### config.mk
export PLATFORM = sky130hd
export DESIGN_NAME = sw_top
export DESIGN_NICKNAME = d
export VERILOG_FILES = /design/src/sw_pkg.sv /design/src/sw_pe.sv /design/src/sw_pe_array.sv /design/src/sw_ctrl_fsm.sv /design/src/sw_step_counter.sv /design/src/sw_max_tracker.sv /design/src/sw_top.sv
export SDC_FILE = /design/constraint.sdc
export NUM_CORES = 2
export LEC_CHECK = 0
export ABC_AREA = 1
export ABC_CLOCK_PERIOD_IN_PS = 21600
export BUFFER_PORTS_ARGS = -buffer_cell sky130_fd_sc_hd__buf_2
export CORE_AREA = 2 2 308 310
export CTS_CLUSTER_DIAMETER = 50
export DETAILED_ROUTE_END_ITERATION = 7
export DIE_AREA = 0 0 310 312
export PLACE_DENSITY = 0.8
export SYNTH_ARGS = -nofsm -noshare
export SYNTH_HDL_FRONTEND = slang
export SYNTH_SLANG_ARGS = --single-unit
### constraint.sdc
create_clock -name clk -period 21.6 [get_ports clk]
set_clock_uncertainty 0.1 [all_clocks]
set_input_delay 2.16 -clock clk [delete_from_list [all_inputs] [get_ports clk]]
set_output_delay 2.16 -clock clk [all_outputs]
set_load 0.02 [all_outputs]
### src/sw_pkg.sv
// smith-waterman core definitions
package sw_pkg;

    // array sizing
    localparam int REF_MAX_LEN  = 16;
    localparam int READ_MAX_LEN = 8;   // one cell per read base

    localparam int SCORE_W    = 10;
    localparam int REF_LEN_W  = $clog2(REF_MAX_LEN) + 1;
    localparam int READ_LEN_W = $clog2(READ_MAX_LEN) + 1;
    localparam int COL_W      = $clog2(REF_MAX_LEN);
    localparam int ROW_W      = $clog2(READ_MAX_LEN);
    localparam int STEP_W     = $clog2(REF_MAX_LEN + READ_MAX_LEN + 1);

    // affine scoring
    localparam logic signed [SCORE_W-1:0] MATCH_SCORE    = 2;
    localparam logic signed [SCORE_W-1:0] MISMATCH_SCORE = -1;
    localparam logic signed [SCORE_W-1:0] GAP_OPEN       = -2;
    localparam logic signed [SCORE_W-1:0] GAP_EXTEND     = -1;

    typedef enum logic [1:0] {
        BASE_A = 2'd0,
        BASE_C = 2'd1,
        BASE_G = 2'd2,
        BASE_T = 2'd3
    } base_t;

    typedef enum logic [2:0] {
        IDLE = 3'd0,
        LOAD = 3'd1,
        CALC = 3'd2,
        SCAN = 3'd3,
        DONE = 3'd4
    } sw_state_t;

endpackage

### src/sw_pe.sv
`timescale 1ns/100ps
// systolic alignment cell
module sw_pe import sw_pkg::*; (
    input  logic                      clk,
    input  logic                      rst,
    input  logic                      i_calc_en,
    input  logic                      i_ref_base_valid,
    input  base_t                     i_ref_base,
    input  base_t                     i_read_base,
    input  logic signed [SCORE_W-1:0] i_diag_align,
    input  logic signed [SCORE_W-1:0] i_diag_insert,
    input  logic signed [SCORE_W-1:0] i_diag_delete,
    input  logic signed [SCORE_W-1:0] i_top_align,
    input  logic signed [SCORE_W-1:0] i_top_insert,
    input  logic signed [SCORE_W-1:0] i_left_align,
    input  logic signed [SCORE_W-1:0] i_left_insert,
    input  logic signed [SCORE_W-1:0] i_left_delete,
    output logic signed [SCORE_W-1:0] o_align,
    output logic signed [SCORE_W-1:0] o_insert,
    output logic signed [SCORE_W-1:0] o_delete,
    output logic signed [SCORE_W-1:0] o_score,
    output logic                      o_ref_base_valid,
    output base_t                     o_ref_base
);
    logic                      active;
    logic signed [SCORE_W-1:0] weight;
    logic signed [SCORE_W-1:0] cell_h;

    function automatic logic signed [SCORE_W-1:0] smax(
        input logic signed [SCORE_W-1:0] a,
        input logic signed [SCORE_W-1:0] b
    );
        return (a > b) ? a : b;
    endfunction

    assign active = i_calc_en && i_ref_base_valid;
    assign weight = (i_ref_base == i_read_base) ? MATCH_SCORE : MISMATCH_SCORE;

    always_comb begin
        if (active) begin
            o_align  = smax('0, weight + smax(i_diag_align, smax(i_diag_insert, i_diag_delete)));
            o_insert = smax('0, smax(i_top_align + GAP_OPEN, i_top_insert + GAP_EXTEND));
            o_delete = smax('0, smax(i_left_align + GAP_OPEN, i_left_delete + GAP_EXTEND));
        end else begin
            // no reference base here yet, carry the left cell
            o_align  = i_left_align;
            o_insert = i_left_insert;
            o_delete = i_left_delete;
        end
        cell_h = smax(smax('0, o_align), smax(o_insert, o_delete));
    end

    always_ff @(posedge clk or posedge rst) begin
        if (rst) begin
            o_score          <= '0;
            o_ref_base_valid <= 1'b0;
            o_ref_base       <= BASE_A;
        end else begin
            o_score          <= i_calc_en ? cell_h : '0;  // zero outside calc
            o_ref_base_valid <= active;
            o_ref_base       <= i_ref_base;               // on to next row
        end
    end

endmodule

### src/sw_pe_array.sv
`timescale 1ns/100ps
// systolic cell array
module sw_pe_array import sw_pkg::*; (
    input  logic                            clk,
    input  logic                            rst,
    input  logic                            i_load,
    input  logic                            i_calc_en,
    input  logic [2*REF_MAX_LEN-1:0]        i_seq_ref,
    input  logic [2*READ_MAX_LEN-1:0]       i_seq_read,
    input  logic                            i_ref_base_valid,
    output logic [READ_MAX_LEN*SCORE_W-1:0] o_row_scores
);
    logic [2*REF_MAX_LEN-1:0]  ref_shift;
    logic [2*READ_MAX_LEN-1:0] read_seq;

    // {align, insert, delete} per row
    logic [3*SCORE_W-1:0] cell_c  [READ_MAX_LEN];
    logic [3*SCORE_W-1:0] cell_d  [READ_MAX_LEN];  // one step back
    logic [3*SCORE_W-1:0] cell_dd [READ_MAX_LEN];  // two steps back

    logic  base_valid [READ_MAX_LEN+1];
    base_t base       [READ_MAX_LEN+1];

    assign base_valid[0] = i_ref_base_valid;
    assign base[0]       = base_t'(ref_shift[2*REF_MAX_LEN-1 -: 2]);

    always_ff @(posedge clk) begin
        if (i_load) begin
            ref_shift <= i_seq_ref;
            read_seq  <= i_seq_read;
        end else if (i_calc_en) begin
            ref_shift <= ref_shift << 2;  // next base into row 0
        end
    end

    always_ff @(posedge clk or posedge rst) begin
        if (rst) begin
            cell_d  <= '{default: '0};
            cell_dd <= '{default: '0};
        end else if (i_load) begin
            cell_d  <= '{default: '0};
            cell_dd <= '{default: '0};
        end else if (i_calc_en) begin
            cell_d  <= cell_c;
            cell_dd <= cell_d;
        end
    end

    for (genvar r = 0; r < READ_MAX_LEN; r++) begin : g_row
        logic [3*SCORE_W-1:0]      top;
        logic [3*SCORE_W-1:0]      diag;
        logic signed [SCORE_W-1:0] align;
        logic signed [SCORE_W-1:0] insert;
        logic signed [SCORE_W-1:0] delete;
        logic signed [SCORE_W-1:0] score;

        if (r == 0) begin : g_edge
            assign top  = '0;  // matrix border
            assign diag = '0;
        end else begin : g_inner
            assign top  = cell_d[r-1];
            assign diag = cell_dd[r-1];
        end

        sw_pe u_pe (
            .clk              (clk),
            .rst              (rst),
            .i_calc_en        (i_calc_en),
            .i_ref_base_valid (base_valid[r]),
            .i_ref_base       (base[r]),
            .i_read_base      (base_t'(read_seq[2*READ_MAX_LEN-1-2*r -: 2])),
            .i_diag_align     (diag[3*SCORE_W-1 -: SCORE_W]),
            .i_diag_insert    (diag[2*SCORE_W-1 -: SCORE_W]),
            .i_diag_delete    (diag[SCORE_W-1:0]),
            .i_top_align      (top[3*SCORE_W-1 -: SCORE_W]),
            .i_top_insert     (top[2*SCORE_W-1 -: SCORE_W]),
            .i_left_align     (cell_d[r][3*SCORE_W-1 -: SCORE_W]),
            .i_left_insert    (cell_d[r][2*SCORE_W-1 -: SCORE_W]),
            .i_left_delete    (cell_d[r][SCORE_W-1:0]),
            .o_align          (align),
            .o_insert         (insert),
            .o_delete         (delete),
            .o_score          (score),
            .o_ref_base_valid (base_valid[r+1]),
            .o_ref_base       (base[r+1])
        );

        assign cell_c[r] = {align, insert, delete};
        assign o_row_scores[r*SCORE_W +: SCORE_W] = score;
    end

endmodule

### src/sw_ctrl_fsm.sv
`timescale 1ns/100ps
// alignment job controller
module sw_ctrl_fsm import sw_pkg::*; (
    input  logic clk,
    input  logic rst,
    input  logic i_valid,
    input  logic i_ready,
    input  logic i_calc_last,
    input  logic i_scan_last,
    output logic o_ready,
    output logic o_valid,
    output logic o_load,
    output logic o_calc_en,
    output logic o_scan_en
);
    sw_state_t state;
    sw_state_t state_nxt;

    always_ff @(posedge clk or posedge rst) begin
        if (rst) begin
            state <= IDLE;
        end else begin
            state <= state_nxt;
        end
    end

    always_comb begin
        state_nxt = state;
        case (state)
            IDLE: if (i_valid) state_nxt = LOAD;
            LOAD: state_nxt = CALC;              // job latched, array settles
            CALC: if (i_calc_last) state_nxt = SCAN;
            SCAN: if (i_scan_last) state_nxt = DONE;
            DONE: if (i_ready) state_nxt = IDLE;
            default: state_nxt = IDLE;
        endcase
    end

    assign o_ready   = (state == IDLE);
    assign o_load    = o_ready && i_valid;  // accepting edge
    assign o_calc_en = (state == CALC);
    assign o_scan_en = (state == SCAN);
    assign o_valid   = (state == DONE);

endmodule

### src/sw_step_counter.sv
`timescale 1ns/100ps
// calc and scan step counter
module sw_step_counter import sw_pkg::*; (
    input  logic                  clk,
    input  logic                  rst,
    input  logic                  i_load,
    input  logic                  i_calc_en,
    input  logic                  i_scan_en,
    input  logic [REF_LEN_W-1:0]  i_ref_len,
    input  logic [READ_LEN_W-1:0] i_read_len,
    output logic [STEP_W-1:0]     o_step,
    output logic                  o_ref_base_valid,
    output logic                  o_calc_last,
    output logic                  o_scan_last,
    output logic [READ_LEN_W-1:0] o_read_len
);
    logic [REF_LEN_W-1:0] ref_len;
    logic [STEP_W-1:0]    calc_end;
    logic [STEP_W-1:0]    scan_end;

    assign calc_end = STEP_W'(ref_len) + STEP_W'(o_read_len) - STEP_W'(1);
    assign scan_end = STEP_W'(o_read_len) - STEP_W'(1);

    assign o_ref_base_valid = i_calc_en && (o_step < STEP_W'(ref_len));
    assign o_calc_last      = i_calc_en && (o_step == calc_end);
    assign o_scan_last      = i_scan_en && (o_step == scan_end);

    always_ff @(posedge clk or posedge rst) begin
        if (rst) begin
            o_step     <= '0;
            ref_len    <= '0;
            o_read_len <= '0;
        end else if (i_load) begin
            o_step     <= '0;
            ref_len    <= i_ref_len;
            o_read_len <= i_read_len;
        end else if (o_calc_last || o_scan_last) begin
            o_step <= '0;  // restart for next phase
        end else if (i_calc_en || i_scan_en) begin
            o_step <= o_step + STEP_W'(1);
        end
    end

endmodule

### src/sw_max_tracker.sv
`timescale 1ns/100ps
// best score tracker
module sw_max_tracker import sw_pkg::*; (
    input  logic                            clk,
    input  logic                            rst,
    input  logic                            i_load,
    input  logic                            i_calc_en,
    input  logic                            i_scan_en,
    input  logic [STEP_W-1:0]               i_step,
    input  logic [READ_LEN_W-1:0]           i_read_len,
    input  logic [READ_MAX_LEN*SCORE_W-1:0] i_row_scores,
    output logic signed [SCORE_W-1:0]       o_score,
    output logic [ROW_W-1:0]                o_row,
    output logic [COL_W-1:0]                o_col
);
    logic signed [SCORE_W-1:0] row_best [READ_MAX_LEN];
    logic [COL_W-1:0]          row_col  [READ_MAX_LEN];
    logic [ROW_W-1:0]          scan_row;

    assign scan_row = i_step[ROW_W-1:0];

    always_ff @(posedge clk or posedge rst) begin
        if (rst) begin
            row_best <= '{default: '0};
            row_col  <= '{default: '0};
            o_score  <= '0;
            o_row    <= '0;
            o_col    <= '0;
        end else if (i_load) begin
            row_best <= '{default: '0};
            row_col  <= '{default: '0};
            o_score  <= '0;
            o_row    <= '0;
            o_col    <= '0;
        end else if (i_calc_en) begin
            for (int r = 0; r < READ_MAX_LEN; r++) begin
                // strictly greater keeps the first column
                if ($signed(i_row_scores[r*SCORE_W +: SCORE_W]) > row_best[r]) begin
                    row_best[r] <= $signed(i_row_scores[r*SCORE_W +: SCORE_W]);
                    row_col[r]  <= COL_W'(i_step - STEP_W'(r + 1));
                end
            end
        end else if (i_scan_en) begin
            if ((i_step < STEP_W'(i_read_len)) && (row_best[scan_row] > o_score)) begin
                o_score <= row_best[scan_row];
                o_row   <= scan_row;
                o_col   <= row_col[scan_row];
            end
        end
    end

endmodule

### src/sw_top.sv
`timescale 1ns/100ps
// smith-waterman alignment core
module sw_top import sw_pkg::*; (
    input  logic                      clk,
    input  logic                      rst,
    input  logic                      i_valid,
    input  logic [2*REF_MAX_LEN-1:0]  i_seq_ref,
    input  logic [2*READ_MAX_LEN-1:0] i_seq_read,
    input  logic [REF_LEN_W-1:0]      i_ref_len,
    input  logic [READ_LEN_W-1:0]     i_read_len,
    output logic                      o_ready,
    output logic                      o_valid,
    output logic signed [SCORE_W-1:0] o_score,
    output logic [ROW_W-1:0]          o_row,
    output logic [COL_W-1:0]          o_col,
    input  logic                      i_ready
);
    logic                            load;
    logic                            calc_en;
    logic                            scan_en;
    logic                            calc_last;
    logic                            scan_last;
    logic                            ref_base_valid;
    logic [STEP_W-1:0]               step;
    logic [READ_LEN_W-1:0]           read_len;
    logic [READ_MAX_LEN*SCORE_W-1:0] row_scores;

    sw_ctrl_fsm u_ctrl_fsm (
        .clk         (clk),
        .rst         (rst),
        .i_valid     (i_valid),
        .i_ready     (i_ready),
        .i_calc_last (calc_last),
        .i_scan_last (scan_last),
        .o_ready     (o_ready),
        .o_valid     (o_valid),
        .o_load      (load),
        .o_calc_en   (calc_en),
        .o_scan_en   (scan_en)
    );

    sw_step_counter u_step_counter (
        .clk              (clk),
        .rst              (rst),
        .i_load           (load),
        .i_calc_en        (calc_en),
        .i_scan_en        (scan_en),
        .i_ref_len        (i_ref_len),
        .i_read_len       (i_read_len),
        .o_step           (step),
        .o_ref_base_valid (ref_base_valid),
        .o_calc_last      (calc_last),
        .o_scan_last      (scan_last),
        .o_read_len       (read_len)
    );

    sw_pe_array u_pe_array (
        .clk              (clk),
        .rst              (rst),
        .i_load           (load),
        .i_calc_en        (calc_en),
        .i_seq_ref        (i_seq_ref),
        .i_seq_read       (i_seq_read),
        .i_ref_base_valid (ref_base_valid),
        .o_row_scores     (row_scores)
    );

    sw_max_tracker u_max_tracker (
        .clk          (clk),
        .rst          (rst),
        .i_load       (load),
        .i_calc_en    (calc_en),
        .i_scan_en    (scan_en),
        .i_step       (step),
        .i_read_len   (read_len),
        .i_row_scores (row_scores),
        .o_score      (o_score),
        .o_row        (o_row),
        .o_col        (o_col)
    );

endmodule

==> results.yml <==
setup_path:
  critPathMaxStageDelay_ps: 520
  cp_max_fo: 17
  path_buf_inv: 5
  cp-start-kind: "register"
  crit_required_ps: 22120
  worstPathArrival_ps: 8510
  crit_path_end_kind: "register"
  critPathSlowestCell: "or4_1"
  crit_type: "reg2reg"
  crit_family: "simple AND/OR/NAND/NOR gates"
  cp_common_cell: "nand2_1"
clock_network:
  cts_tree: "done"
  cts_buffers: 109
  clk_pin_slew_ps: 60
  clkLatencyLatePin_ps: 710
  clockBufferDepth: 3
  htreeDepth: 3
  postCtsHoldBufs: 0
  cts_root_buffer: "clkbuf_16"
  cts_resized: 0
  cts_sinks: 745
  post_cts_buffers: 0
timing:
  rsz0062_at_grt: "false"
  worst_slack_ps: 13610
  fin_crit_sh_pct: 37.0
  hold_viol_final: 0
  slew_violations: 0
  finalSetupViolCount: 0
  hold_slack_ps: 296
  fmax_mhz: 125
  period_minus_slack_ps: 7990
  final.setup.tns_ps: 0
  relSlewSlack_pct: 20.7
  max_slew.worst_pin.slew_ps: 1190
die:
  design.core.area_um2: 93000
  dieArea_um2: 96700
  rows: 112
  die_x_um: 310
  die_y_um: 312
  initial_utilization_pct: 58.7
  pin_count: 80
run_status:
  status: "completed"
synthesis:
  synth.avg_cell_area_um2: 7.77
  yosysWarnings: 0
  syn_area_um2: 54600
  ys_ff_latch: 745
  synthCells: 7032
  ys.flop_type: "dfrtp_1"
  async_flop_share_pct: 93.6
  yosysTopAreaCellShare_pct: 31.9
  yosysSeqAreaShare_pct: 34.6
  synth_edf_count: 48
  yosys-top-cells-area: "dfrtp_1, ha_1, nand2_1"
  yosysTopAreaCell: "dfrtp_1"
  yosysUniqueCellTypes: 68
global_route:
  use_met3_pct: 5.70
  grt_use_met2_pct: 51.2
  grt_pass1_vias: 47451
  grt_use_total_pct: 32.3
  grt_max_degree: 202
  antenna_found_initial: 5
  overflow: 0
  grtUsageMet1_pct: 44.1
  grt_pass1_wl_um: 251000
  gr-max-usage-layer: "met2"
place:
  gp_congestion: 1.02
  post-place-ws_ps: 13900
  portBuffers: 79
  hpwl_um: 117000
layout:
  layout-drive-gt1-share_pct: 8.28
  finish.utilization_pct: 64.5
  area_growth_pct: 9.80
  final_net_count: 7758
job:
  cap_viol_max_count: 0
route:
  routed_wirelength_um: 157000
  routedWlPerCell_um: 18.8
  drt-vias-per-instance: 5.89
  antenna_left: 0
  drc: 0
  dr.pass1.iters: 7
  routed-via-count: 49465
  drt_iter0_drc: 4880
min_path:
  hold_class: "reg2reg"
==> sequential cells by signal, indices dropped and copies added (netlist names) <==
name,count
u_ctrl_fsm.state,3
u_max_tracker.o_col,4
u_max_tracker.o_row,3
u_max_tracker.o_score,10
u_max_tracker.row_best,80
u_max_tracker.row_col,32
u_pe_array.cell_d,30
u_pe_array.g_row.diag,210
u_pe_array.g_row.top,210
u_pe_array.g_row.u_pe.o_ref_base,14
u_pe_array.g_row.u_pe.o_ref_base_valid,7
u_pe_array.g_row.u_pe.o_score,80
u_pe_array.read_seq,16
u_pe_array.ref_shift,32
u_step_counter.o_read_len,4
u_step_counter.o_step,5
u_step_counter.ref_len,5
==> placed cells by master (no fill, tap or decap), types with 14 or more instances in the layout <==
cell type,synthesis,final
a21oi_1,396,396
a22o_1,14,14
a22oi_1,60,60
a22oi_2,17,17
a31oi_1,14,14
buf_2,15,79
buf_4,1,31
clkbuf_16,0,114
clkinv_4,0,16
dfrtp_1,697,696
edfxtp_1,48,48
ha_1,650,650
inv_1,798,796
inv_2,34,33
nand2_1,1674,1673
nand2_2,56,57
nand3_1,346,346
nand3_2,27,27
nand4_1,79,79
nand4_2,44,44
nor2_1,477,476
nor2_2,14,14
nor3_1,67,67
nor4_1,27,27
o2111ai_1,31,31
o211ai_1,71,71
o21a_1,15,15
o21ai_0,582,582
o21ai_1,27,27
o21ai_2,23,23
o22ai_1,105,105
xnor2_1,58,58
xor2_1,201,201
==> synthesized netlist by cell type, types with 11 or more instances <==
master        n
a22oi_2      17
o211ai_1     71
nor2_1      477
a221oi_1     13
nand4_2      44
nand2_1    1674
inv_1       798
nand4_1      79
nand3_2      27
a31oi_1      14
nor3_1       67
a32o_1       11
xnor2_1      58
o22ai_1     105
a21oi_1     396
nand3_1     346
a22oi_1      60
buf_2        15
nor2_2       14
ha_1        650
edfxtp_1     48
nor4_1       27
o21ai_2      23
o21ai_1      27
o21a_1       15
nand2_2      56
o2111ai_1    31
xor2_1      201
o21ai_0     582
dfrtp_1     697
clkbuf_1    181
inv_2        34
nand2_4      11
a22o_1       14
buf_1        12
==> metrics by stage <==
stage	instance area (µm²)	std cells
finish	60000	8396
global route	60000	8396
CTS	60000	8394
detailed placement	56000	8189
global placement	56000	8189
floorplan	54700	7039
==> path summary, 6_finish.rpt <==
kind                                                        startpoint                                endpoint  slack (ps)  depth (start not counted)
worst min-delay path            u_pe_array.g_row[2].u_pe.o_ref_base[0]  u_pe_array.g_row[3].u_pe.o_ref_base[0]         300                          0
min in group asynchronous                                          rst              u_pe_array.g_row[6].top[8]        1450                          2
worst max register to register             u_pe_array.g_row[4].top[21]     u_pe_array.g_row[3].u_pe.o_score[2]       13610                         37
worst max-delay path                       u_pe_array.g_row[4].top[21]     u_pe_array.g_row[3].u_pe.o_score[2]       13610                         37
worst min register to register  u_pe_array.g_row[2].u_pe.o_ref_base[0]  u_pe_array.g_row[3].u_pe.o_ref_base[0]         300                          0
max in group asynchronous                                          rst              u_pe_array.g_row[1].top[9]       17000                          5
==> final cells by class <==
cell class	count	area (µm²)
diodes	2	5.00
clock buffers	133	3040
clock inverters	72	896
fillers	8079	33100
inverters	841	3180
multi-input cells	5237	31700
flip-flops and latches	745	18900
well taps	1254	1570
repair buffers	112	668
==> cells by family after synthesis <==
group,share of synthesized area [%]
flops,34.6
xor+xnor,4.33
buf+inv,7.40
fa+ha+maj,14.9
compound gates,15.6
simple gates,23.2
other cells,0.00687
==> routing by layer <==
layer,wire (µm),part of all wire (%)
met5,13,0.0083
met4,6470,4.1
met3,11900,7.6
met2,71500,45
met1,67500,43
Power is not shown: default switching activity piles up to over one toggle a cycle in this logic, so the estimate is an artifact.
